File: src/gb_map_pkg.sv
// ------------------------------------------------------------------------
// memory map of the console I/O subsystem
// address and data types, region codes and register addresses
// ------------------------------------------------------------------------

package gb_map_pkg;

	typedef logic [15:0] addr_t;      // cpu address
	typedef logic [7:0]  data_t;      // one data byte
	typedef logic [14:0] wram_addr_t; // {bank, offset[11:0]}
	typedef logic [6:0]  zp_addr_t;   // zero page offset
	typedef logic [2:0]  wram_bank_t; // SVBK bank number

	// region of the current access, kept with a read for the data mux
	typedef enum logic [3:0] {
		REG_NONE,
		REG_WRAM,
		REG_ZPRAM,
		REG_IF,
		REG_IE,
		REG_JOY,
		REG_SB,
		REG_SC,
		REG_SVBK,
		REG_BOOT
	} region_e;

	// ------------------------------------------------------------------------
	// register addresses
	localparam addr_t ADDR_JOY  = 16'hFF00; // P1
	localparam addr_t ADDR_SB   = 16'hFF01; // serial data
	localparam addr_t ADDR_SC   = 16'hFF02; // serial control
	localparam addr_t ADDR_IF   = 16'hFF0F;
	localparam addr_t ADDR_BOOT = 16'hFF50; // boot rom disable
	localparam addr_t ADDR_SVBK = 16'hFF70; // colour mode only
	localparam addr_t ADDR_IE   = 16'hFFFF;

	// memory windows
	localparam addr_t ADDR_WRAM_BASE = 16'hC000; // wram + echo up to FDFF
	localparam addr_t ADDR_OAM_BASE  = 16'hFE00; // end of echo, oam is gone
	localparam addr_t ADDR_ZP_BASE   = 16'hFF80;

	localparam int WRAM_DEPTH = 32768; // 8 banks of 4k
	localparam int ZP_DEPTH   = 127;   // FF80..FFFE

	localparam data_t FAST_BOOT_FLAG = 8'h42; // seen by the boot code at FF50
	localparam data_t OPEN_BUS       = 8'hFF;

endpackage
File: src/gb_io_pkg.sv
// ------------------------------------------------------------------------
// I/O formats: cpu bus request, interrupt bits and vectors, serial port
// ------------------------------------------------------------------------

package gb_io_pkg;

	// one request word, rd or wr high for a single cycle
	typedef struct packed {
		gb_map_pkg::addr_t addr;
		gb_map_pkg::data_t wdata;
		logic              rd;
		logic              wr;
	} cpu_bus_t;

	// bit 0 vblank .. bit 4 joypad, bit 0 wins
	typedef logic [4:0] irq_bits_t;

	localparam int IRQ_NUM    = 5;
	localparam int IRQ_SERIAL = 3;
	localparam int IRQ_JOYPAD = 4;

	// rst vectors 40, 48, 50, 58, 60
	localparam gb_map_pkg::data_t IRQ_VEC_BASE = 8'h40;
	localparam gb_map_pkg::data_t IRQ_VEC_STEP = 8'h08;
	localparam gb_map_pkg::data_t IRQ_VEC_NONE = 8'h55; // nothing pending

	// ------------------------------------------------------------------------
	// dummy serial port
	typedef logic [8:0] ser_div_t;  // 8192 Hz shift clock divider
	typedef logic [3:0] ser_cnt_t;  // bits left

	localparam ser_div_t SER_DIV_RELOAD = 9'h1FF;
	localparam ser_cnt_t SER_BITS       = 4'd8;

	typedef enum logic {
		SER_IDLE,
		SER_SHIFT
	} serial_state_e;

endpackage

File: src/gb_joypad.sv
// ------------------------------------------------------------------------
// joypad P1 register, button matrix and input falling-edge interrupt
// ------------------------------------------------------------------------
`timescale 1ns/100ps

module gb_joypad (
	input  logic                clk_cpu,
	input  logic                reset,
	input  gb_io_pkg::cpu_bus_t bus,
	input  gb_map_pkg::region_e sel,
	input  logic [7:0]          joystick,
	output gb_map_pkg::data_t   joy_rd,
	output logic                joy_irq
);
	import gb_map_pkg::*;

	logic [1:0] p1_sel;  // P15, P14, low selects the group
	logic [3:0] dpad_n;  // active low, masked
	logic [3:0] btn_n;
	logic [7:0] sync1;   // two stage synchroniser
	logic [7:0] sync2;
	logic [7:0] lines_q; // previous synchronised value

	assign dpad_n = ~joystick[3:0] | {4{p1_sel[0]}};
	assign btn_n  = ~joystick[7:4] | {4{p1_sel[1]}};

	always_ff @(posedge clk_cpu) begin
		if (reset)
			p1_sel <= 2'b00;
		else if (sel == REG_JOY && bus.wr)
			p1_sel <= bus.wdata[5:4];
	end

	assign joy_rd = {2'b11, p1_sel, dpad_n & btn_n};

	// lines idle high, so reset to ones
	always_ff @(posedge clk_cpu) begin
		if (reset) begin
			sync1   <= '1;
			sync2   <= '1;
			lines_q <= '1;
		end else begin
			sync1   <= {dpad_n, btn_n};
			sync2   <= sync1;
			lines_q <= sync2;
		end
	end

	assign joy_irq = |(lines_q & ~sync2); // any line falling

endmodule

File: config.mk
export PLATFORM = sky130hd
export DESIGN_NAME = gb_joypad
export DESIGN_NICKNAME = d
export VERILOG_FILES = /design/src/gb_map_pkg.sv /design/src/gb_io_pkg.sv /design/src/gb_joypad.sv
export SDC_FILE = /design/constraint.sdc
export NUM_CORES = 1
export LEC_CHECK = 0
export ABC_AREA = 1
export BUFFER_PORTS_ARGS = -buffer_cell sky130_fd_sc_hd__buf_4
export CAP_MARGIN = 20
export CORE_MARGIN = 1
export CORE_UTILIZATION = 45
export DETAILED_ROUTE_END_ITERATION = 16
export PLACE_DENSITY_LB_ADDON = 0.3
export SLEW_MARGIN = 20
export SYNTH_ARGS = -nofsm -noshare
export SYNTH_HDL_FRONTEND = slang
export SYNTH_SLANG_ARGS = --single-unit
File: constraint.sdc
create_clock -name clk_cpu -period 2.12 [get_ports clk_cpu]
set_clock_uncertainty 0.15 [all_clocks]
set_input_delay 0.106 -clock clk_cpu [delete_from_list [all_inputs] [get_ports clk_cpu]]
set_output_delay 0.106 -clock clk_cpu [all_outputs]
set_load 0.02 [all_outputs]
==> flow_summary.toml <==
[drt]
via_per_inst = 4.21
postRouteAntennaNets = 0
wl_per_cell_um = 9.42
drtPass1Iterations = 5
drc_errors = 0
routed_wl_um = 1530
drt_iter0_markers = 10
vias = 682

[logic_synthesis]
async_reset_ff_share_pct = 0
yosysTopAreaCell = "dfxtp_1"
yosys_warnings = 0
synth_area_per_cell_um2 = 8.62
synth_area_um2 = 871
ys.flop_type = "dfxtp_1"
synthDistinctLibCells = 12
ys_seq_elements = 26
synth_commonest_cells = "dfxtp_1 (26), nand2_1 (23), inv_1 (18), nand3_1 (10), or2_2 (8)"
yosysMostFrequentCell = "dfxtp_1"
yosysSeqAreaShare_pct = 59.8
synth_edf_count = 0
synth.top_cell.area_share_pct = 59.8
synth_area_leaders = "dfxtp_1 (60%), nand2_1 (9.9%), inv_1 (7.8%)"
synthCells = 101

[cts]
htree_levels = 1
cts_buffer_depth = 2
numClockSinks = 26
cts_resized = 0
insertion_delay_ns = 0.30
cts_root_buffer = "clkbuf_4"
cts_tree = "built"
cts_inserted_buffers = 3
clk_pin_slew_worst_paths_ns = 0.13

[power]
power_density_nw_per_um2 = 716
peakVddDrop_mv = 0.516
leakage_nw = 0.631

[critical_path]
cp_slowest_cell = "dfxtp_1"
path_cells = "inv_1, a22o_1, inv_1, buf_4"
crit_top_cell = "inv_1"
cp_top_family = "flip-flops"
critPathMaxStageDelay_ns = 0.37
worstPathArrival_ns = 1.23
cp-start-kind = "register"
crit_path_end_kind = "output port"
crit_buf_inv = 3
cp_max_fo = 8
worstPathRequired_ns = 1.86
path_class = "reg -> out"

[die]
rows = 15
core_area_um2 = 1760
io_pins = 49
fp.dieArea_um2 = 2120
die_x_um = 46.0
start_util_pct = 49.4
die_h_um = 46.0

[cells_and_area]
layout.nets = 178
drive_above_1_share_pct = 26.3
antenna_cells = 0
syn_to_final_growth_pct = 37.6
fin_util_pct = 67.9

[sta]
slew_violations = 0
setup_violations = 0
max_freq_mhz = 674
rsz0062_at_grt = "no"
min_period_over_period_pct = 70.0
period_needed_ns = 1.48
setup_tns_ns = 0
finalHoldViolCount = 0

[placed_design]
routabilityCongestion = 0.641
hpwlAfterDp_um = 980
port_buffers = 23

[global_routing]
antenna_found_initial = 0
grt_pass1_vias = 618
overflow = 0
track_usage_pct = 16.3
grt_max_degree = 19
grt_first_pass_wirelength_um = 2430

[run_status]
status = "finished clean"

[flow_run]
drv_cap = 0

[hold_path]
hold_path_class = "in -> reg"
-- final timing paths --
kind / cells after the start / from / end / slack [ns]
max: 4 / p1_sel[1] / joy_rd[1] / 0.64
min: 6 / sel[3] / p1_sel[0] / 0.04
max reg2reg: 2 / p1_sel[0] / sync1[6] / 1.21
min reg2reg: 1 / sync1[6] / sync2[6] / 0.27
-- state kept, by name, summed over array words and instances (netlist names) --
name	count
lines_q	8
sync1	8
sync2	8
p1_sel	2
-- placed cells by master, fill, tap and decap left out --
master	netlist	routed
clkbuf_4	0	3
buf_4	2	23
clkbuf_8	0	1
conb_1	1	2
nand2_1	23	23
a22o_1	4	4
or2_2	8	8
nor2_1	6	6
inv_2	1	1
dlygate4sd3_1	0	11
dfxtp_1	26	26
a21oi_1	1	1
inv_1	18	18
nand3_1	10	10
-- power by group --
group          internal [W]  total, W  switching (W)
registers          0.000508  0.000512     0.00000421
clock network      0.000105  0.000236       0.000131
logic             0.0000596  0.000110      0.0000502
total              0.000672  0.000858       0.000186
-- area by class of cell --
cell class	count	area [µm²]
inverter	19	71.3
clock buffer	4	36.3
fill	153	566
tap	25	31.3
timing repair buffer	34	283
multi-input combinational	54	256
sequential	26	520
-- kinds of logic (layout without fill, tap and decap cells) --
group	Yosys count	count (layout)	share of synthesized area, %
and+or+nand+nor	47	47	24.0
other	1	2	0.431
buffers and inverters	22	57	11.2
DFF	26	26	59.8
AOI/OAI and AO/OA	5	5	4.60
-- worst min-delay path: cells and delay by family --
family        cells  cell delay (ns)
buf+inv           2             0.11
simple gates      4             0.25
-- per-layer routing --
metal / global-route usage (%) / wire length [µm] / vias to the layer above
li1: - / - / 371
met1: 17.6 / 681 / 291
met2: 30.4 / 781 / 18
met3: 3.97 / 51 / 2
met4: 5.29 / 12 / 0
met5: 0 / 0 / -
-- what timing repair did --
item	CTS	global route
setup buffers	0	0
endpoints found under the hold margin	18	0
hold buffers	11	0
-- through the flow --
step	setup slack (ns)	hold slack [ns]	total power (W)	std cells	cell area, µm²
finish	0.636	0.0393	0.000858	162	1200
global placement	1.00	0.163	0.000613	147	1050
CTS	0.643	0.0269	0.000863	162	1200
global route	0.546	0.0680	0.000899	162	1200
detailed placement	1.00	0.165	0.000616	147	1050
floorplan	0.917	0.0426	0.000576	102	875
(Power assumes the default switching activity.)
