<file path="src/gb_map_pkg.sv">
// ------------------------------------------------------------------------
// memory map of the console I/O subsystem
// address and data types, region codes and register addresses
// ------------------------------------------------------------------------

package gb_map_pkg;

	typedef logic [15:0] addr_t;      // cpu address
	typedef logic [7:0]  data_t;      // one data byte
	typedef logic [14:0] wram_addr_t; // {bank, offset[11:0]}
	typedef logic [6:0]  zp_addr_t;   // zero page offset
	typedef logic [2:0]  wram_bank_t; // SVBK bank number

	// region of the current access, kept with a read for the data mux
	typedef enum logic [3:0] {
		REG_NONE,
		REG_WRAM,
		REG_ZPRAM,
		REG_IF,
		REG_IE,
		REG_JOY,
		REG_SB,
		REG_SC,
		REG_SVBK,
		REG_BOOT
	} region_e;

	// ------------------------------------------------------------------------
	// register addresses
	localparam addr_t ADDR_JOY  = 16'hFF00; // P1
	localparam addr_t ADDR_SB   = 16'hFF01; // serial data
	localparam addr_t ADDR_SC   = 16'hFF02; // serial control
	localparam addr_t ADDR_IF   = 16'hFF0F;
	localparam addr_t ADDR_BOOT = 16'hFF50; // boot rom disable
	localparam addr_t ADDR_SVBK = 16'hFF70; // colour mode only
	localparam addr_t ADDR_IE   = 16'hFFFF;

	// memory windows
	localparam addr_t ADDR_WRAM_BASE = 16'hC000; // wram + echo up to FDFF
	localparam addr_t ADDR_OAM_BASE  = 16'hFE00; // end of echo, oam is gone
	localparam addr_t ADDR_ZP_BASE   = 16'hFF80;

	localparam int WRAM_DEPTH = 32768; // 8 banks of 4k
	localparam int ZP_DEPTH   = 127;   // FF80..FFFE

	localparam data_t FAST_BOOT_FLAG = 8'h42; // seen by the boot code at FF50
	localparam data_t OPEN_BUS       = 8'hFF;

endpackage
</file>
<file path="src/gb_io_pkg.sv">
// ------------------------------------------------------------------------
// I/O formats: cpu bus request, interrupt bits and vectors, serial port
// ------------------------------------------------------------------------

package gb_io_pkg;

	// one request word, rd or wr high for a single cycle
	typedef struct packed {
		gb_map_pkg::addr_t addr;
		gb_map_pkg::data_t wdata;
		logic              rd;
		logic              wr;
	} cpu_bus_t;

	// bit 0 vblank .. bit 4 joypad, bit 0 wins
	typedef logic [4:0] irq_bits_t;

	localparam int IRQ_NUM    = 5;
	localparam int IRQ_SERIAL = 3;
	localparam int IRQ_JOYPAD = 4;

	// rst vectors 40, 48, 50, 58, 60
	localparam gb_map_pkg::data_t IRQ_VEC_BASE = 8'h40;
	localparam gb_map_pkg::data_t IRQ_VEC_STEP = 8'h08;
	localparam gb_map_pkg::data_t IRQ_VEC_NONE = 8'h55; // nothing pending

	// ------------------------------------------------------------------------
	// dummy serial port
	typedef logic [8:0] ser_div_t;  // 8192 Hz shift clock divider
	typedef logic [3:0] ser_cnt_t;  // bits left

	localparam ser_div_t SER_DIV_RELOAD = 9'h1FF;
	localparam ser_cnt_t SER_BITS       = 4'd8;

	typedef enum logic {
		SER_IDLE,
		SER_SHIFT
	} serial_state_e;

endpackage

</file>
<file path="src/gb_serial.sv">
// ------------------------------------------------------------------------
// dummy serial port: SB / SC, internal clock bit countdown, done interrupt
// ------------------------------------------------------------------------
`timescale 1ns/100ps

module gb_serial (
	input  logic                clk_cpu,
	input  logic                reset,
	input  gb_io_pkg::cpu_bus_t bus,
	input  gb_map_pkg::region_e sel,
	output gb_map_pkg::data_t   ser_rd,
	output logic                serial_irq
);
	import gb_map_pkg::*;
	import gb_io_pkg::*;

	serial_state_e state;
	logic          sc_start; // SC bit 7, transfer running
	logic          sc_clk;   // SC bit 0, internal clock
	logic          sc_wr;
	ser_div_t      div_q;
	ser_cnt_t      bit_cnt;

	assign sc_wr = (sel == REG_SC) && bus.wr;

	// ------------------------------------------------------------------------
	// control
	always_ff @(posedge clk_cpu) begin
		if (reset) begin
			state      <= SER_IDLE;
			sc_start   <= 1'b0;
			sc_clk     <= 1'b0;
			serial_irq <= 1'b0;
		end else begin
			serial_irq <= 1'b0;
			if (sc_wr) begin
				sc_start <= bus.wdata[7];
				sc_clk   <= bus.wdata[0];
				// external clock never arrives, so only internal shifts
				state    <= (bus.wdata[7] && bus.wdata[0]) ? SER_SHIFT : SER_IDLE;
			end else if (state == SER_SHIFT && bit_cnt == '0) begin
				sc_start   <= 1'b0; // done
				serial_irq <= 1'b1;
				state      <= SER_IDLE;
			end
		end
	end

	// divider and bit counter, loaded on every SC write
	always_ff @(posedge clk_cpu) begin
		if (sc_wr) begin
			div_q   <= SER_DIV_RELOAD;
			bit_cnt <= SER_BITS;
		end else if (state == SER_SHIFT) begin
			div_q <= div_q - ser_div_t'(1); // wraps back to 1FF
			if (div_q == '0)
				bit_cnt <= bit_cnt - ser_cnt_t'(1);
		end
	end

	// SB has no shifter behind it
	assign ser_rd = (sel == REG_SC) ? {sc_start, 6'h3F, sc_clk} : OPEN_BUS;

endmodule

</file>
<file path="config.mk">
export PLATFORM = sky130hd
export DESIGN_NAME = gb_serial
export DESIGN_NICKNAME = d
export VERILOG_FILES = /design/src/gb_map_pkg.sv /design/src/gb_io_pkg.sv /design/src/gb_serial.sv
export SDC_FILE = /design/constraint.sdc
export NUM_CORES = 1
export LEC_CHECK = 0
export ABC_CLOCK_PERIOD_IN_PS = 1680
export BUFFER_PORTS_ARGS = -buffer_cell sky130_fd_sc_hd__buf_2
export CAP_MARGIN = 20
export CORE_UTILIZATION = 40
export DETAILED_ROUTE_END_ITERATION = 12
export GPL_TIMING_DRIVEN = 0
export PLACE_DENSITY = 0.73
export REMOVE_ABC_BUFFERS = 1
export SKIP_LAST_GASP = 1
export SYNTH_ARGS = -nofsm -noshare
export SYNTH_HDL_FRONTEND = slang
export SYNTH_SLANG_ARGS = --single-unit
export TNS_END_PERCENT = 20
</file>
<file path="constraint.sdc">
create_clock -name clk_cpu -period 1.68 [get_ports clk_cpu]
set_input_delay 0.168 -clock clk_cpu [delete_from_list [all_inputs] [get_ports clk_cpu]]
set_output_delay 0.168 -clock clk_cpu [all_outputs]
set_load 0.03 [all_outputs]
</file>
==> impl_metrics.ini <==
[synth]
netlist_area_sq_um = 858
async_reset_ff_share_pct = 0
synth_top_cell_by_area = dfxtp_1
syn_inst = 96
synth-edff-count = 0
ys.warnings.count = 0
ys_ff_latch = 17
synth_top_flop_cell = dfxtp_1
seq_area_frac_synth_pct = 39.7
ys_types = 32
synth_area_leaders = dfxtp_1, buf_4, o31ai_1
avgSynthCellArea_sq_um = 8.94
yosysTopAreaCellShare_pct = 39.7

[timing]
skew_ps = 4.61
period_needed_ps = 1680
finalHoldViolations = 0
finalWorstSetupSlack_ps = -0.667
rsz0062_at_grt = true
setup_viol = 1
max_freq_ghz = 0.595
finalMaxSlewViolations = 0
finalCritPeriodShare_pct = 100

[clock_tree]
cts_buffers = 3
holdBufCountCts = 0
path_clk_slew_ps = 100
cts_tree = yes
cts_htree_levels = 1
cts.sinks = 17
cts-root-buf = clkbuf_4
insertion_delay_ps = 300
cts_max_path_buffers = 2

[layout]
nNetsFinal = 143
layout_common_cells = dfxtp_1, buf_2, nand2_1, nand3_1
area_growth_pct = 9.77
antenna_cells = 0
regArea_sq_um = 342
multi_input_area_sq_um = 463
design_area_sq_um = 942
fin_cells = 134
layout_commonest_cell = dfxtp_1
drive_gt1_share_pct = 18.7
fillers = 196

[power_and_ir_drop]
powerDensity_mw_per_mm2 = 792
leakagePower_nw = 0.349
ir_drop_mv = 0.462

[global_route]
grt_use_total_pct = 14.2
grt_pass1_wl_um = 2510
grt_overflow_total = 0
grt_pass1_vias = 610
grt_max_degree = 11
grt_antenna_before_repair = 0

[drt]
initialDrtViolationCount = 10
drc_errors = 0
routedWlPerCell_um = 11.3
vias_per_cell = 5.35
vias = 717
routed_wl_um = 1520
drtAntennaViolNets = 0
first_pass_iters = 4

[place]
port_buffers = 11
hpwl_um = 1110
dp_cells = 130
routabilityCongestion = 0.721
dpl-instance-area_sq_um = 908

[worst_setup_path]
cpPeakStageDelay_ps = 600
crit_fanout = 8
cp_slowest_cell = or4_4
cp.arrival_ps = 1910
cp.required_ps = 1910
cp_cell_sequence = or4_4 > or4_1 > a21oi_1
worstSetupEndpointType = flop
cp-start-kind = flop
path_class = flop to flop

[status]
status = complete, but fails checks
violations = setup timing

[floorplan]
die_area_sq_mm = 0.00233
die_y_um = 48.3
ios = 41
row_count = 16
die_x_um = 48.3
initial_core_util_pct = 43.3
fp.coreArea_sq_mm = 0.00198

[flow_run]
maxCapViolations = 0

[min_path]
hold_path.class = input port to flop
==> routing by layer <==
layer | vias up | routed length [um] | global-route usage [%]
li1 | 362 | - | -
met1 | 328 | 689 | 16.1
met2 | 23 | 709 | 23.0
met3 | 4 | 86 | 4.72
met4 | 0 | 34 | 8.82
met5 | - | 0 | 0
==> worst paths after layout <==
kind	slack, ps	cells after the start	endpoint	start
max	-0.7	3	bit_cnt[2]	div_q[4]
min	60	2	state	reset
max reg2reg	-0.7	3	bit_cnt[2]	div_q[4]
min reg2reg	490	2	bit_cnt[0]	bit_cnt[0]
==> Yosys cell counts (all sizes together) (2+ instances only) <==
cell and count:
dfxtp 17, nand2 8, nand3 8, buf 7
or4 7, inv 6, o31ai 6, a21oi 5
ha 3, o21ai 3, clkbuf 2, nand2b 2
nand4 2, nand4bb 2, o211ai 2, xnor2 2
xor2 2
==> stage by stage <==
step / power [mW] / setup TNS [ps] / util, % / hold slack, ps / worst slack (ps)
2_1_floorplan: 0.509 / 0 / - / 237 / 113
3_3_place_gp: 0.530 / 0 / 45.8 / 379 / 14.1
3_5_place_dp: 0.537 / -15.6 / 45.8 / 386 / -15.6
4_1_cts: 0.754 / 0 / 47.2 / 56.1 / 1.51
5_1_grt: 0.789 / -167 / 47.5 / 48.9 / -69.6
6_report: 0.746 / -0.667 / 47.5 / 56.7 / -0.667
==> area by class of cell <==
class	instances	share of cell area, %
well taps	27	3.59
multi-input cells	69	49.1
flip-flops and latches	17	36.3
repair buffers	11	5.84
inverters	6	2.39
clock buffers	4	2.79
==> what timing repair did <==
item,CTS,global route
setup endpoints to repair,1,8
resized for setup,1,1
setup buffers,0,0
==> power by group <==
part / total, mW / switching, mW / internal [mW]
logic: 0.0888 / 0.0545 / 0.0342
clock network: 0.220 / 0.127 / 0.0926
registers: 0.438 / 0.0142 / 0.424
total: 0.746 / 0.196 / 0.551
==> cell families (layout without fill, tap and decap cells) <==
family                     Yosys count  after routing  synth area share (%)
DFF                                 17             17                  39.7
xor gates and xnor gates             4              4                  4.08
AOI/OAI and AO/OA                   17             17                  12.5
other                                1              6                 0.437
buffers and inverters               15             21                  9.33
and+or+nand+nor                     39             39                  29.6
adders and majority gates            3              3                  4.37
==> critical path: cells and delay by family (launching register included) <==
family | cells | cell delay, ps
AOI/OAI and AO/OA | 1 | 140
and+or+nand+nor | 2 | 1090
DFF | 1 | 390
==> sequential cells by signal (all words and copies together) (netlist names) <==
register and flops:
div_q 9, sc_start 1, state 1, bit_cnt 4, sc_clk 1, serial_irq 1
Power figures use the tool's default switching activity.
