<file path="src/gb_map_pkg.sv">
// ------------------------------------------------------------------------
// memory map of the console I/O subsystem
// address and data types, region codes and register addresses
// ------------------------------------------------------------------------

package gb_map_pkg;

	typedef logic [15:0] addr_t;      // cpu address
	typedef logic [7:0]  data_t;      // one data byte
	typedef logic [14:0] wram_addr_t; // {bank, offset[11:0]}
	typedef logic [6:0]  zp_addr_t;   // zero page offset
	typedef logic [2:0]  wram_bank_t; // SVBK bank number

	// region of the current access, kept with a read for the data mux
	typedef enum logic [3:0] {
		REG_NONE,
		REG_WRAM,
		REG_ZPRAM,
		REG_IF,
		REG_IE,
		REG_JOY,
		REG_SB,
		REG_SC,
		REG_SVBK,
		REG_BOOT
	} region_e;

	// ------------------------------------------------------------------------
	// register addresses
	localparam addr_t ADDR_JOY  = 16'hFF00; // P1
	localparam addr_t ADDR_SB   = 16'hFF01; // serial data
	localparam addr_t ADDR_SC   = 16'hFF02; // serial control
	localparam addr_t ADDR_IF   = 16'hFF0F;
	localparam addr_t ADDR_BOOT = 16'hFF50; // boot rom disable
	localparam addr_t ADDR_SVBK = 16'hFF70; // colour mode only
	localparam addr_t ADDR_IE   = 16'hFFFF;

	// memory windows
	localparam addr_t ADDR_WRAM_BASE = 16'hC000; // wram + echo up to FDFF
	localparam addr_t ADDR_OAM_BASE  = 16'hFE00; // end of echo, oam is gone
	localparam addr_t ADDR_ZP_BASE   = 16'hFF80;

	localparam int WRAM_DEPTH = 32768; // 8 banks of 4k
	localparam int ZP_DEPTH   = 127;   // FF80..FFFE

	localparam data_t FAST_BOOT_FLAG = 8'h42; // seen by the boot code at FF50
	localparam data_t OPEN_BUS       = 8'hFF;

endpackage
</file>
<file path="src/gb_io_pkg.sv">
// ------------------------------------------------------------------------
// I/O formats: cpu bus request, interrupt bits and vectors, serial port
// ------------------------------------------------------------------------

package gb_io_pkg;

	// one request word, rd or wr high for a single cycle
	typedef struct packed {
		gb_map_pkg::addr_t addr;
		gb_map_pkg::data_t wdata;
		logic              rd;
		logic              wr;
	} cpu_bus_t;

	// bit 0 vblank .. bit 4 joypad, bit 0 wins
	typedef logic [4:0] irq_bits_t;

	localparam int IRQ_NUM    = 5;
	localparam int IRQ_SERIAL = 3;
	localparam int IRQ_JOYPAD = 4;

	// rst vectors 40, 48, 50, 58, 60
	localparam gb_map_pkg::data_t IRQ_VEC_BASE = 8'h40;
	localparam gb_map_pkg::data_t IRQ_VEC_STEP = 8'h08;
	localparam gb_map_pkg::data_t IRQ_VEC_NONE = 8'h55; // nothing pending

	// ------------------------------------------------------------------------
	// dummy serial port
	typedef logic [8:0] ser_div_t;  // 8192 Hz shift clock divider
	typedef logic [3:0] ser_cnt_t;  // bits left

	localparam ser_div_t SER_DIV_RELOAD = 9'h1FF;
	localparam ser_cnt_t SER_BITS       = 4'd8;

	typedef enum logic {
		SER_IDLE,
		SER_SHIFT
	} serial_state_e;

endpackage

</file>
<file path="src/gb_irq_ctrl.sv">
// ------------------------------------------------------------------------
// interrupt controller: IF / IE registers, priority vector, ack clearing
// ------------------------------------------------------------------------
`timescale 1ns/100ps

module gb_irq_ctrl (
	input  logic                 clk_cpu,
	input  logic                 reset,
	input  gb_io_pkg::cpu_bus_t  bus,
	input  gb_map_pkg::region_e  sel,
	input  gb_io_pkg::irq_bits_t ext_irq,
	input  logic                 serial_irq,
	input  logic                 joy_irq,
	input  logic                 irq_ack,
	output gb_map_pkg::data_t    irq_rd,
	output logic                 irq,
	output gb_map_pkg::data_t    irq_vec
);
	import gb_map_pkg::*;
	import gb_io_pkg::*;

	irq_bits_t if_r;     // flags
	irq_bits_t ie_r;     // enable mask
	irq_bits_t pending;
	irq_bits_t src_set;  // one cycle source pulses
	irq_bits_t ack_clr;  // the single bit an ack takes away
	irq_bits_t if_next;

	assign pending = if_r & ie_r;
	assign irq     = |pending; // no extra delay

	// sources, ext only drives vblank, lcdc and timer
	always_comb begin
		src_set             = '0;
		src_set[2:0]        = ext_irq[2:0];
		src_set[IRQ_SERIAL] = serial_irq;
		src_set[IRQ_JOYPAD] = joy_irq;
	end

	// priority, walk down so the lowest bit is left standing
	always_comb begin
		irq_vec = IRQ_VEC_NONE;
		ack_clr = '0;
		for (int i = IRQ_NUM - 1; i >= 0; i--) begin
			if (pending[i]) begin
				irq_vec    = IRQ_VEC_BASE + data_t'(i) * IRQ_VEC_STEP;
				ack_clr    = '0;
				ack_clr[i] = 1'b1;
			end
		end
	end

	always_comb begin
		if_next = if_r | src_set;
		if (irq_ack)
			if_next = if_next & ~ack_clr;
		if (sel == REG_IF && bus.wr)
			if_next = bus.wdata[4:0]; // cpu write has the last word
	end

	always_ff @(posedge clk_cpu) begin
		if (reset) begin
			if_r <= '0;
			ie_r <= '0;
		end else begin
			if_r <= if_next;
			if (sel == REG_IE && bus.wr)
				ie_r <= bus.wdata[4:0];
		end
	end

	// unused top bits read 1 in IF, 0 in IE
	assign irq_rd = (sel == REG_IF) ? {3'b111, if_r} : {3'b000, ie_r};

endmodule

</file>
<file path="config.mk">
export PLATFORM = sky130hd
export DESIGN_NAME = gb_irq_ctrl
export DESIGN_NICKNAME = d
export VERILOG_FILES = /design/src/gb_map_pkg.sv /design/src/gb_io_pkg.sv /design/src/gb_irq_ctrl.sv
export SDC_FILE = /design/constraint.sdc
export NUM_CORES = 1
export LEC_CHECK = 0
export BUFFER_PORTS_ARGS = -buffer_cell sky130_fd_sc_hd__buf_2
export CAP_MARGIN = 20
export CORE_ASPECT_RATIO = 1.5
export CORE_UTILIZATION = 36
export CTS_BUF_LIST = sky130_fd_sc_hd__clkbuf_4 sky130_fd_sc_hd__clkbuf_8
export CTS_CLUSTER_SIZE = 40
export DETAILED_ROUTE_END_ITERATION = 6
export PLACE_DENSITY_LB_ADDON = 0.05
export SETUP_SLACK_MARGIN = 0.15
export SYNTH_ARGS = -nofsm -noshare
export SYNTH_HDL_FRONTEND = slang
export SYNTH_SLANG_ARGS = --single-unit
</file>
<file path="constraint.sdc">
create_clock -name clk_cpu -period 1.4 [get_ports clk_cpu]
set_input_delay 0.28 -clock clk_cpu [delete_from_list [all_inputs] [get_ports clk_cpu]]
set_output_delay 0.28 -clock clk_cpu [all_outputs]
set_load 0.01 [all_outputs]
</file>
==> summary.txt <==
Worst setup path
  – CP Data Required Time: 1.12 ns
  – Cell depth of the worst setup path: 5
  – Crit start category: primary input
  – Crit-path leading delay family: buffers and inverters
  – Crit path max fanout: 6
  – CP max stage cell: nor4bb_4
  – Slowest cell delay on critical path: 0.32 ns
  – Crit Reg-Reg Endpoint: if_r[3]$_SDFF_PP0_
  – Worst r2r src: ie_r[0]$_SDFFE_PP0P_
  – Critical-path cell list: buf_8 -> nor4bb_4 -> buf_6 -> mux2_4 -> buf_6
  – CP Buf/Inv Count: 3
  – CP dominant cell by count: buf_6
  – WP data arrival: 1.32 ns
  – R2R Setup Slk: 0.18 ns
  – Critical path class: primary input to output port
  – CP Launch Point: sel[2]
  – Crit end category: output port
  – CP endpoint: irq_rd[0]
  – Worst-case reg-to-reg path depth: 4

Clock tree
  – H-tree depth: 1
  – CTS root buffer: clkbuf_4
  – CTS max path bufs: 2
  – CTS Buf Count: 3
  – Worst-path clk slew: 0.08 ns
  – # clock sinks: 10
  – Clock latency on the worst-skew pair: 0.28 ns
  – CTS tree: yes

Hold path
  – HP Class: primary input to register
  – Worst min-delay path startpoint: bus[2]

Timing
  – RSZ-0062 raised after global routing: yes
  – Post-route setup slack: -0.200 ns
  – Max-slew violations: 0
  – Endpoints failing setup: 13
  – FMAX: 625 MHz
  – Tcrit/Tclk final: 114%
  – Final hold viol count: 0
  – Min Tclk post-route: 1.60 ns
  – Worst clock skew: 0.0116 ns
  – Final setup TNS: -1.71 ns

Global route
  – Grt ovf: 0
  – Initial antenna violation count: 0
  – First-pass GRT wire length: 3240 µm
  – Largest net degree at the start of global routing: 15
  – Gr usage total: 21.0%
  – Vias in the first global route: 745

Final layout
  – Nets: 171
  – Number of fill cells: 163
  – Area grow syn2layout: 74.0%
  – # diodes: 0
  – Share of layout cells above drive strength 1: 63.1%
  – Post-route insts no fill: 151

Placed design
  – Placed instance count: 140
  – Count of input and output buffers: 31
  – RePlAce Congestion: 0.726
  – Placed wire-length estimate: 1410 µm

Synth
  – Synth Instances: 84
  – Synth warn: 0
  – Unique cell type count in the Yosys netlist: 32
  – Syn avg cell area: 8.37 µm²
  – Post-synthesis register bit count: 10
  – Post-synth top area share: 28.5%
  – Synthesized area: 703 µm²
  – Most instantiated cells after synthesis: 10 x dfxtp_1, 9 x o21ai_0, 7 x buf_4
  – Synth Flop Type: dfxtp_1
  – Number of synthesized flops with an enable pin: 0
  – Area contributors post-synth: dfxtp_1 28%, buf_4 7.5%, o21ai_0 6.4%
  – Most common cell in the netlist: dfxtp_1
  – Register area share after synthesis: 28.5%
  – Async set or reset register ratio after synthesis: 0%
  – Cell taking the most area after synthesis: dfxtp_1

Power
  – Peak VDD IR: 0.492 mV
  – Leak: 0.558 nW
  – P per Cell Area: 616 nW/µm²

Detailed routing
  – Avg WL per Cell: 13.3 µm
  – Post-Route WL: 2000 µm
  – DR pass1 iterations: 2
  – DR vias: 817
  – Via density: 5.41
  – DR DRC count: 0
  – DR iter-0 viols: 11
  – Post-route ant nets: 0

Floorplanning
  – Core area: 1830 µm²
  – Rows: 19
  – IO Pins: 57
  – Starting density of the core: 38.4%
  – Die ar.: 2140 µm²
  – Die H: 56.1 µm
  – Die Wd: 38.1 µm

Outcome
  – Failing checks: setup timing
  – Outcome: complete, but fails checks

Flow run
  – Max-Cap Viols: 0
worst min-delay path by stage:
stage	cells past startpoint	endpoint
finish	3	if_r[0]$_SDFF_PP0_
global route	3	if_r[0]$_SDFF_PP0_
CTS	3	if_r[0]$_SDFF_PP0_
detailed placement	2	ie_r[0]$_SDFFE_PP0P_
global placement	2	ie_r[4]$_SDFFE_PP0P_
floorplan	2	if_r[0]$_SDFF_PP0_
sequential cells by signal, indices dropped and copies added (netlist names):
name and flops:
if_r 5, ie_r 5
layer usage:
layer / track usage (%) / up-vias / share of wire, %
met5: 0 / - / 0
li1: - / 399 / -
met4: 9.18 / 0 / 1.7
met2: 36.3 / 28 / 54
met1: 23.9 / 386 / 40
met3: 2.80 / 4 / 4.5
final cells by class:
type,instances,area (µm²),share of cell area (%)
clock buffer,4,36.3,2.97
inverter,1,3.75,0.307
sequential,10,208,17.0
timing repair buffer,52,428,35.0
tap,21,26.3,2.15
multi-input combinational,63,522,42.6
timing repair:
action	CTS	global route
hold buffers	0	0
setup buffers	6	1
pin swaps	5	4
resized for setup	35	9
endpoints found under the setup margin	16	16
stage by stage:
step | hold slack [ns] | instance area (µm²) | setup WS (ns) | total power, mW | utilization [%]
after floorplan | 0.411 | 728 | -0.0515 | 0.390 | -
after global placement | 0.508 | 951 | -0.246 | 0.447 | 51.9
after detailed placement | 0.509 | 951 | -0.246 | 0.449 | 51.9
after CTS | 0.249 | 1180 | -0.193 | 0.744 | 64.5
after global routing | 0.244 | 1220 | -0.258 | 0.784 | 66.8
final | 0.240 | 1220 | -0.200 | 0.754 | 66.8
report_power, final:
part / internal [mW] / switching (mW) / total (mW) / leakage (nW)
logic: 0.0952 / 0.0724 / 0.168 / 0.453
clock network: 0.158 / 0.116 / 0.274 / 0.0210
registers: 0.299 / 0.0125 / 0.312 / 0.0844
worst register-to-register path, cell delays in order (launching register included):
cell     delay (ns)
dfxtp_2        0.34
a22o_4         0.28
buf_4          0.15
nor4b_2        0.22
o21ai_0        0.11
cell usage in the layout (no fill, tap or decap), drive strengths merged:
master and instances:
and4bb 1, nor2 5, and2 1, nand3b 5, nand4b 4, mux2 5
nor3b 1, o21ai 9, nand3 2, buf 52, a31oi 1, clkbuf 4
a221o 1, a211o 3, conb 3, a22o 1, a21o 1, nor4b 2
or2 1, a22oi 1, a21oi 7, o32ai 1, nand2 5, nor3 1
nand4bb 1, dfxtp 10, nor4bb 1, inv 1
cell families (layout without fill, tap and decap cells):
group                  count (synthesis)  after routing  share of synthesized area (%)
AO/OA/AOI/OAI                         25             25                           22.6
buffers and inverters                 12             57                           11.2
flip-flops                            10             10                           28.5
multiplexers                           5              5                           8.01
other                                  2              3                           1.07
AND/OR/NAND/NOR                       30             30                           28.6
Power figures use the tool's default switching activity.
