### src/gb_map_pkg.sv
// ------------------------------------------------------------------------
// memory map of the console I/O subsystem
// address and data types, region codes and register addresses
// ------------------------------------------------------------------------

package gb_map_pkg;

	typedef logic [15:0] addr_t;      // cpu address
	typedef logic [7:0]  data_t;      // one data byte
	typedef logic [14:0] wram_addr_t; // {bank, offset[11:0]}
	typedef logic [6:0]  zp_addr_t;   // zero page offset
	typedef logic [2:0]  wram_bank_t; // SVBK bank number

	// region of the current access, kept with a read for the data mux
	typedef enum logic [3:0] {
		REG_NONE,
		REG_WRAM,
		REG_ZPRAM,
		REG_IF,
		REG_IE,
		REG_JOY,
		REG_SB,
		REG_SC,
		REG_SVBK,
		REG_BOOT
	} region_e;

	// ------------------------------------------------------------------------
	// register addresses
	localparam addr_t ADDR_JOY  = 16'hFF00; // P1
	localparam addr_t ADDR_SB   = 16'hFF01; // serial data
	localparam addr_t ADDR_SC   = 16'hFF02; // serial control
	localparam addr_t ADDR_IF   = 16'hFF0F;
	localparam addr_t ADDR_BOOT = 16'hFF50; // boot rom disable
	localparam addr_t ADDR_SVBK = 16'hFF70; // colour mode only
	localparam addr_t ADDR_IE   = 16'hFFFF;

	// memory windows
	localparam addr_t ADDR_WRAM_BASE = 16'hC000; // wram + echo up to FDFF
	localparam addr_t ADDR_OAM_BASE  = 16'hFE00; // end of echo, oam is gone
	localparam addr_t ADDR_ZP_BASE   = 16'hFF80;

	localparam int WRAM_DEPTH = 32768; // 8 banks of 4k
	localparam int ZP_DEPTH   = 127;   // FF80..FFFE

	localparam data_t FAST_BOOT_FLAG = 8'h42; // seen by the boot code at FF50
	localparam data_t OPEN_BUS       = 8'hFF;

endpackage
### src/gb_io_pkg.sv
// ------------------------------------------------------------------------
// I/O formats: cpu bus request, interrupt bits and vectors, serial port
// ------------------------------------------------------------------------

package gb_io_pkg;

	// one request word, rd or wr high for a single cycle
	typedef struct packed {
		gb_map_pkg::addr_t addr;
		gb_map_pkg::data_t wdata;
		logic              rd;
		logic              wr;
	} cpu_bus_t;

	// bit 0 vblank .. bit 4 joypad, bit 0 wins
	typedef logic [4:0] irq_bits_t;

	localparam int IRQ_NUM    = 5;
	localparam int IRQ_SERIAL = 3;
	localparam int IRQ_JOYPAD = 4;

	// rst vectors 40, 48, 50, 58, 60
	localparam gb_map_pkg::data_t IRQ_VEC_BASE = 8'h40;
	localparam gb_map_pkg::data_t IRQ_VEC_STEP = 8'h08;
	localparam gb_map_pkg::data_t IRQ_VEC_NONE = 8'h55; // nothing pending

	// ------------------------------------------------------------------------
	// dummy serial port
	typedef logic [8:0] ser_div_t;  // 8192 Hz shift clock divider
	typedef logic [3:0] ser_cnt_t;  // bits left

	localparam ser_div_t SER_DIV_RELOAD = 9'h1FF;
	localparam ser_cnt_t SER_BITS       = 4'd8;

	typedef enum logic {
		SER_IDLE,
		SER_SHIFT
	} serial_state_e;

endpackage

### src/gb_bus_decode.sv
// ------------------------------------------------------------------------
// bus decode: address to region, boot rom disable / fast boot register
// and the registered read data mux
// ------------------------------------------------------------------------
`timescale 1ns/100ps

module gb_bus_decode (
	input  logic                clk_cpu,
	input  logic                reset,
	input  gb_io_pkg::cpu_bus_t bus,
	input  logic                isgbc,
	input  logic                fast_boot,
	input  gb_map_pkg::data_t   irq_rd,
	input  gb_map_pkg::data_t   joy_rd,
	input  gb_map_pkg::data_t   ser_rd,
	input  gb_map_pkg::data_t   bank_rd,
	input  gb_map_pkg::data_t   ram_rd,
	output gb_map_pkg::region_e sel,
	output gb_map_pkg::data_t   rdata,
	output logic                rdata_valid
);
	import gb_map_pkg::*;

	logic    boot_en;    // boot rom still mapped
	data_t   reg_byte;   // register read value, this cycle
	data_t   reg_byte_q;
	region_e region_q;   // region of the last read

	// ------------------------------------------------------------------------
	// address decode
	always_comb begin
		sel = REG_NONE;
		if (bus.addr >= ADDR_WRAM_BASE && bus.addr < ADDR_OAM_BASE)
			sel = REG_WRAM; // C000-DFFF plus echo
		else if (bus.addr >= ADDR_ZP_BASE && bus.addr != ADDR_IE)
			sel = REG_ZPRAM;
		else begin
			case (bus.addr)
				ADDR_JOY:  sel = REG_JOY;
				ADDR_SB:   sel = REG_SB;
				ADDR_SC:   sel = REG_SC;
				ADDR_IF:   sel = REG_IF;
				ADDR_IE:   sel = REG_IE;
				ADDR_BOOT: sel = REG_BOOT;
				ADDR_SVBK: sel = isgbc ? REG_SVBK : REG_NONE; // classic mode reads FF
				default:   sel = REG_NONE; // rom, cart ram, vram, oam ...
			endcase
		end
	end

	// boot rom disable, 11 in colour mode, bit 0 in classic mode
	always_ff @(posedge clk_cpu) begin
		if (reset)
			boot_en <= 1'b1;
		else if (sel == REG_BOOT && bus.wr) begin
			if ((isgbc && bus.wdata == 8'h11) || (!isgbc && bus.wdata[0]))
				boot_en <= 1'b0;
		end
	end

	// register read byte
	always_comb begin
		case (sel)
			REG_IF, REG_IE: reg_byte = irq_rd;
			REG_JOY:        reg_byte = joy_rd;
			REG_SB, REG_SC: reg_byte = ser_rd;
			REG_SVBK:       reg_byte = bank_rd;
			REG_BOOT:       reg_byte = (boot_en && fast_boot) ? FAST_BOOT_FLAG : OPEN_BUS;
			default:        reg_byte = OPEN_BUS;
		endcase
	end

	// ------------------------------------------------------------------------
	// read pipeline, one cycle like the ram
	always_ff @(posedge clk_cpu) begin
		if (reset) begin
			rdata_valid <= 1'b0;
			region_q    <= REG_NONE;
		end else begin
			rdata_valid <= bus.rd;
			if (bus.rd)
				region_q <= sel;
		end
	end

	always_ff @(posedge clk_cpu) begin
		if (bus.rd)
			reg_byte_q <= reg_byte;
	end

	// ram byte comes straight from the synchronous arrays
	assign rdata = (region_q == REG_WRAM || region_q == REG_ZPRAM) ? ram_rd : reg_byte_q;

endmodule

### config.mk
export PLATFORM = sky130hd
export DESIGN_NAME = gb_bus_decode
export DESIGN_NICKNAME = d
export VERILOG_FILES = /design/src/gb_map_pkg.sv /design/src/gb_io_pkg.sv /design/src/gb_bus_decode.sv
export SDC_FILE = /design/constraint.sdc
export NUM_CORES = 1
export LEC_CHECK = 0
export ABC_AREA = 0
export BUFFER_PORTS_ARGS = -buffer_cell sky130_fd_sc_hd__buf_2
export CORE_MARGIN = 3
export CORE_UTILIZATION = 36
export CTS_CLUSTER_DIAMETER = 150
export DETAILED_ROUTE_END_ITERATION = 10
export GPL_TIMING_DRIVEN = 0
export PLACE_DENSITY = 0.77
export SETUP_SLACK_MARGIN = 0.5
export SYNTH_ARGS = -nofsm -noshare
export SYNTH_HDL_FRONTEND = slang
export SYNTH_SLANG_ARGS = --single-unit
### constraint.sdc
create_clock -name clk_cpu -period 1.8 [get_ports clk_cpu]
set_input_delay 0.36 -clock clk_cpu [delete_from_list [all_inputs] [get_ports clk_cpu]]
set_output_delay 0.36 -clock clk_cpu [all_outputs]
set_load 0.01 [all_outputs]
==> out/results.tsv, run 1 <==
metric	value	unit
Inserted Clock Buffers	3	
mean post-synth cell area	9.545	um2
CTS Buffer Depth	2	
Synth Cell Area	1079	um2
CP Class	flip-flop to output pin	
first-pass GRT wire length	5216	um
power density over cell area	419.8	nW/um2
Slew Viols, Final	0	
Fmax	500.2	MHz
Starting Density	38.45	%
ys async rst share	0	%
CORE AREA	2805	um2
Worst setup EP type	output pin	
Root Driver	clkbuf_4	
Worst VDD drop	0.0002950	V
most frequent cells in the layout	buf_2, buf_6, buf_4, nand2_1	
CTS tree	built	
switching power	206.9	uW
Worst-Skew Late Latency	0.28	ns
GRT Util Overall	19.11	%
WP data required	1.44	ns
Starting DRT DRC Count	53	
most common cell after layout, fill and taps aside	buf_2	
sw frac	24.97	%
diode count	0	
post-synth top area share	22.27	%
#FFs+latches synth	14	
Internal	621.8	uW
dpl cells	226	
Area growth syn-to-layout	83.06	%
syn_nets	183	
Final Power	828.8	uW
reg2reg path depth	4	
largest net degree at the start of global routing	14	
slew margin rel.	71.45	%
sequential area share after synthesis	33.41	%
Hold Path Cell Cnt	2	
Logic pwr share	30.5	%
Worst Path Max Fanout	8	
Post-DP HPWL	2661	um
Via density	5.346	
# IOs	83	
final count of hold timing violations	0	
Post-synth EDFFs	8	
Tcrit/Tclk final	111.1	%
RSZ-0062 raised after global routing	yes	
Slew @ Worst Pin	0.4250	ns
die height	60.74	um
leakage power total	0.0008479	uW
Min-Delay Path Class	input pin to flip-flop	
floorplan row count	19	
GPL Wtd Cong	0.8044	
Synth Instances	113	
Overflow after GRT	0	
Area contributors post-synth	edfxtp_1, dfxtp_1, mux2_2, a222oi_1, nand3_2	
clock power share	26.9	%
I/O Buffers	82	
initial antenna violation count	0	
routed wire length	3585	um
Main synth FF type	edfxtp_1	
Warnings, synthesis	0	
Routed Antenna Nets	0	
status	complete, but fails checks	
crit start category	flip-flop	
clock-pin slew on the worst setup and hold paths	0.08	ns
DR WL/cell	14.57	um
H-tree depth	1	
DRC viols	0	
Final setup violation count	10	
synth unique cells	41	
vias in the first global route	1226	
Worst EP arrival	1.64	ns
# Max-Cap Violations	0	
layout cell share with drive strength beyond 1	68.37	%
Die W	60.74	um
DP Worst Slack	-0.2418	ns
failing checks	setup timing	
final worst setup slack	-0.1993	ns
cell taking the most area after synthesis	edfxtp_1	
Die Area	3689	um2
post-layout min period	1.999	ns
Seq pwr share	42.6	%
TritonRoute pass-1 iters	5	
Fin Clk Skew	0.004563	ns
fin nets	286	
fin cells	246	
via count	1315	
CTS sink count	14	
[area by class of cell]
type | count | area (um2)
Sequential cell | 14 | 362.8
Fill cell | 233 | 830.8
Clock buffer | 4 | 36.28
Multi-Input combinational cell | 93 | 832.0
Inverter | 2 | 7.507
Buffer | 4 | 42.54
Timing Repair Buffer | 98 | 654.4
Tap cell | 31 | 38.79
[routing by layer]
metal	track usage, %	share of wire, %
met1	20.94	38
met2	36.95	53
met3	4.681	9.0
met4	3.715	0
met5	0	0
[worst max-delay path, stage by stage, from the launching register on]
cell,delay [ns]
dfxtp_2,0.34
xnor2_2,0.12
or3_4,0.33
buf_8,0.15
mux2_4,0.30
buf_6,0.12
[cell families (layout without fill, tap and decap cells)]
family                    count (synthesis)  in the layout  synth area share, %
xor gates and xnor gates                  3              3                2.437
muxes                                    10             10                10.21
DFF                                      14             14                33.41
buffers and inverters                     6            108                3.015
AOI/OAI and AO/OA                        25             25                18.56
and+or+nand+nor                          55             55                32.37
[flip-flops by register name, indices dropped and copies added (netlist names)]
signal,count
reg_byte_q,8
boot_en,1
region_q,4
rdata_valid,1
[timing repair]
| item | in CTS | in global routing |
|---|---|---|
| gates resized for setup | 45 | 11 |
| endpoints found under the setup margin | 24 | 23 |
| buffers inserted | 12 | 4 |
| pin swaps | 23 | 12 |
| hold buffers | 0 | 0 |
[worst paths after layout]
path	startpoint	to	slack, ns
worst min register to register	boot_en	boot_en	0.48
worst max register to register	boot_en	reg_byte_q[0]	0.62
worst max-delay path	region_q[0]	rdata[3]	-0.20
worst min-delay path	reset	region_q[3]	0.31
[cell usage after synthesis, drive strengths merged, types with 3 or more instances]
cell type and n:
nand3 9, a21oi 5, mux2 8, nor4 3, and3 3, edfxtp 8
dfxtp 6, nor3 3, or3 3, nor2 8, nand2 14, o21ai 4
a222oi 8, nand4 3, xnor2 3
[metrics by stage]
step | hold slack [ns] | util [%] | cell area [um2] | TNS [ns]
floorplan | 0.4297 | - | 1109 | 0
global placement | 0.4368 | 55.53 | 1558 | -2.049
detailed placement | 0.4622 | 55.53 | 1558 | -2.237
CTS | 0.3068 | 67.57 | 1896 | -1.544
global route | 0.2973 | 70.38 | 1974 | -2.225
finish | 0.3056 | 70.38 | 1974 | -1.555
[power by group through the flow]
stage	clock network (uW)	logic (uW)	registers (uW)
after floorplan	0	63.4	359
after global placement	0	180	359
after detailed placement	0	182	359
after CTS	231	239	352
after global routing	250	272	354
final	223	253	353
(Power assumes the default switching activity.)
==> run 2, diff against run 1 <==
--- a/config.mk
+++ b/config.mk
@@ -17,3 +17,4 @@
 export SYNTH_ARGS = -nofsm -noshare
 export SYNTH_HDL_FRONTEND = slang
 export SYNTH_SLANG_ARGS = --single-unit
+export TNS_END_PERCENT = 1
==> run 2 against run 1 <==
  * The flow still finishes with violations (setup timing)
  * Non-clock buffer count fell by 16
  * Worst hold slack improved by 0.012 ns
  * Combinational power decreased by 13%
  * Fmax is 2.1% higher
  * Cell area down 12%
  * Setup slack better by 0.041 ns
==> out/results.tsv, run 2 (same netlist as run 1, synthesis figures left out) <==
metric	value	unit
status	complete, but fails checks	
failing checks	setup timing	
CP Class	flip-flop to output pin	
# IOs	83	
max FFs per register	8	
Largest regs	reg_byte_q (8), region_q (4)	
r2r endpoint	reg_byte_q[3]	
clock-pin slew on the worst setup and hold paths	0.08	ns
first-pass GRT wire length	4940	um
CTS sink count	14	
Routed Antenna Nets	0	
Reg2Reg Setup Slack	0.64	ns
leakage power total	0.0007244	uW
crit path capture	rdata[5]	
Final Power	789.4	uW
vias in the first global route	1197	
Starting Density	38.45	%
clock power share	27.3	%
via count	1281	
RSZ-0062 raised after global routing	yes	
Inserted Clock Buffers	3	
Post-DP HPWL	2710	um
Starting DRT DRC Count	61	
GPL Wtd Cong	0.7987	
DP Worst Slack	-0.3228	ns
fin nets	270	
most frequent cells in the layout	buf_2, buf_6, nand2_1	
register with the most flip-flops	reg_byte_q	
largest net degree at the start of global routing	14	
Worst setup EP type	output pin	
fillers	263	
final count of hold timing violations	0	
Seq pwr share	44.7	%
DR WL/cell	14.57	um
Worst Path Max Fanout	8	
Overflow after GRT	0	
CORE AREA	2805	um2
TritonRoute pass-1 iters	8	
Worst-Skew Late Latency	0.27	ns
switching power	191.3	uW
Min-Delay Path Class	input pin to flip-flop	
Worst VDD drop	0.0002107	V
Via density	5.570	
CTS Buffer Depth	2	
Die W	60.74	um
# Max-Cap Violations	0	
post-layout min period	1.958	ns
Slew @ Worst Pin	0.4837	ns
Internal	598.1	uW
DRC viols	0	
RR Startpoint	boot_en	
Logic pwr share	28.0	%
layout cell share with drive strength beyond 1	61.81	%
Final setup violation count	11	
most common cell after layout, fill and taps aside	buf_2	
crit start category	flip-flop	
GRT Util Overall	17.70	%
diode count	0	
die height	60.74	um
Worst EP arrival	1.60	ns
floorplan row count	19	
power density over cell area	454.9	nW/um2
reg2reg path depth	4	
final worst setup slack	-0.1579	ns
dpl cells	226	
fin util	61.86	%
CP startpoint	region_q[0]	
routed wire length	3350	um
H-tree depth	1	
Slew Viols, Final	0	
fin cells	230	
initial antenna violation count	0	
slew margin rel.	67.51	%
Area growth syn-to-layout	60.90	%
Tcrit/Tclk final	108.8	%
Fin Clk Skew	0.0007815	ns
CTS tree	built	
sw frac	24.24	%
Fmax	510.8	MHz
design area	1735	um2
Root Driver	clkbuf_4	
Die Area	3689	um2
WP data required	1.44	ns
Post-DP Area	1545	um2
I/O Buffers	82	
## run 2: how the worst min path moves through the flow
stage / startpoint / to / slack, ns / depth (start not counted)
6_report: reset / region_q[3] / 0.32 / 2
3_3_place_gp: boot_en / boot_en / 0.43 / 1
5_1_grt: reset / region_q[3] / 0.30 / 2
3_5_place_dp: boot_en / boot_en / 0.44 / 1
2_1_floorplan: boot_en / boot_en / 0.43 / 1
4_1_cts: reset / region_q[2] / 0.32 / 2
## run 2: cell type report
type	count	area (um2)	area share, %
multi-input cells	93	757.0	43.62
repair buffers	82	491.7	28.33
well taps	31	38.79	2.235
plain buffers	4	42.54	2.451
flip-flops and latches	14	361.6	20.84
inverters	2	7.507	0.4326
clock buffers	4	36.28	2.091
## run 2: power by group through the flow
stage          clock network [uW]  registers [uW]  logic (uW)
2_1_floorplan                   0             359        61.8
3_3_place_gp                    0             359         176
3_5_place_dp                    0             360         180
4_1_cts                       225             353         213
5_1_grt                       250             354         239
6_report                      216             353         221
## run 2: critical path: stages, from the launching register on
cell and delay, ns:
dfxtp_2 0.33, xnor2_1 0.11, or3_1 0.33, buf_8 0.15
mux2_2 0.28, buf_6 0.12
## run 2: what timing repair did
| item | in CTS | in global routing |
|---|---|---|
| pin swaps | 5 | 7 |
| endpoints found under the setup margin | 24 | 22 |
| hold buffers | 0 | 0 |
| resized for setup | 24 | 8 |
| setup buffers | 0 | 0 |
## run 2: layer usage
metal  routed length [um]  global-route usage (%)  part of all wire [%]  up-vias
met5                    0                       0                     0        -
met4                   23                   4.025                  0.69        0
met3                  364                   4.894                    11        2
met2                 1745                   32.82                    52       65
met1                 1216                   20.00                    36      586
li1                     -                       -                     -      628
## run 2: per-stage QoR
stage / TNS [ns] / hold slack [ns]
floorplan: 0 / 0.4257
detailed placement: -2.798 / 0.4440
CTS: -1.500 / 0.3187
finish: -1.411 / 0.3179
global route: -2.223 / 0.3029
global placement: -2.829 / 0.4332
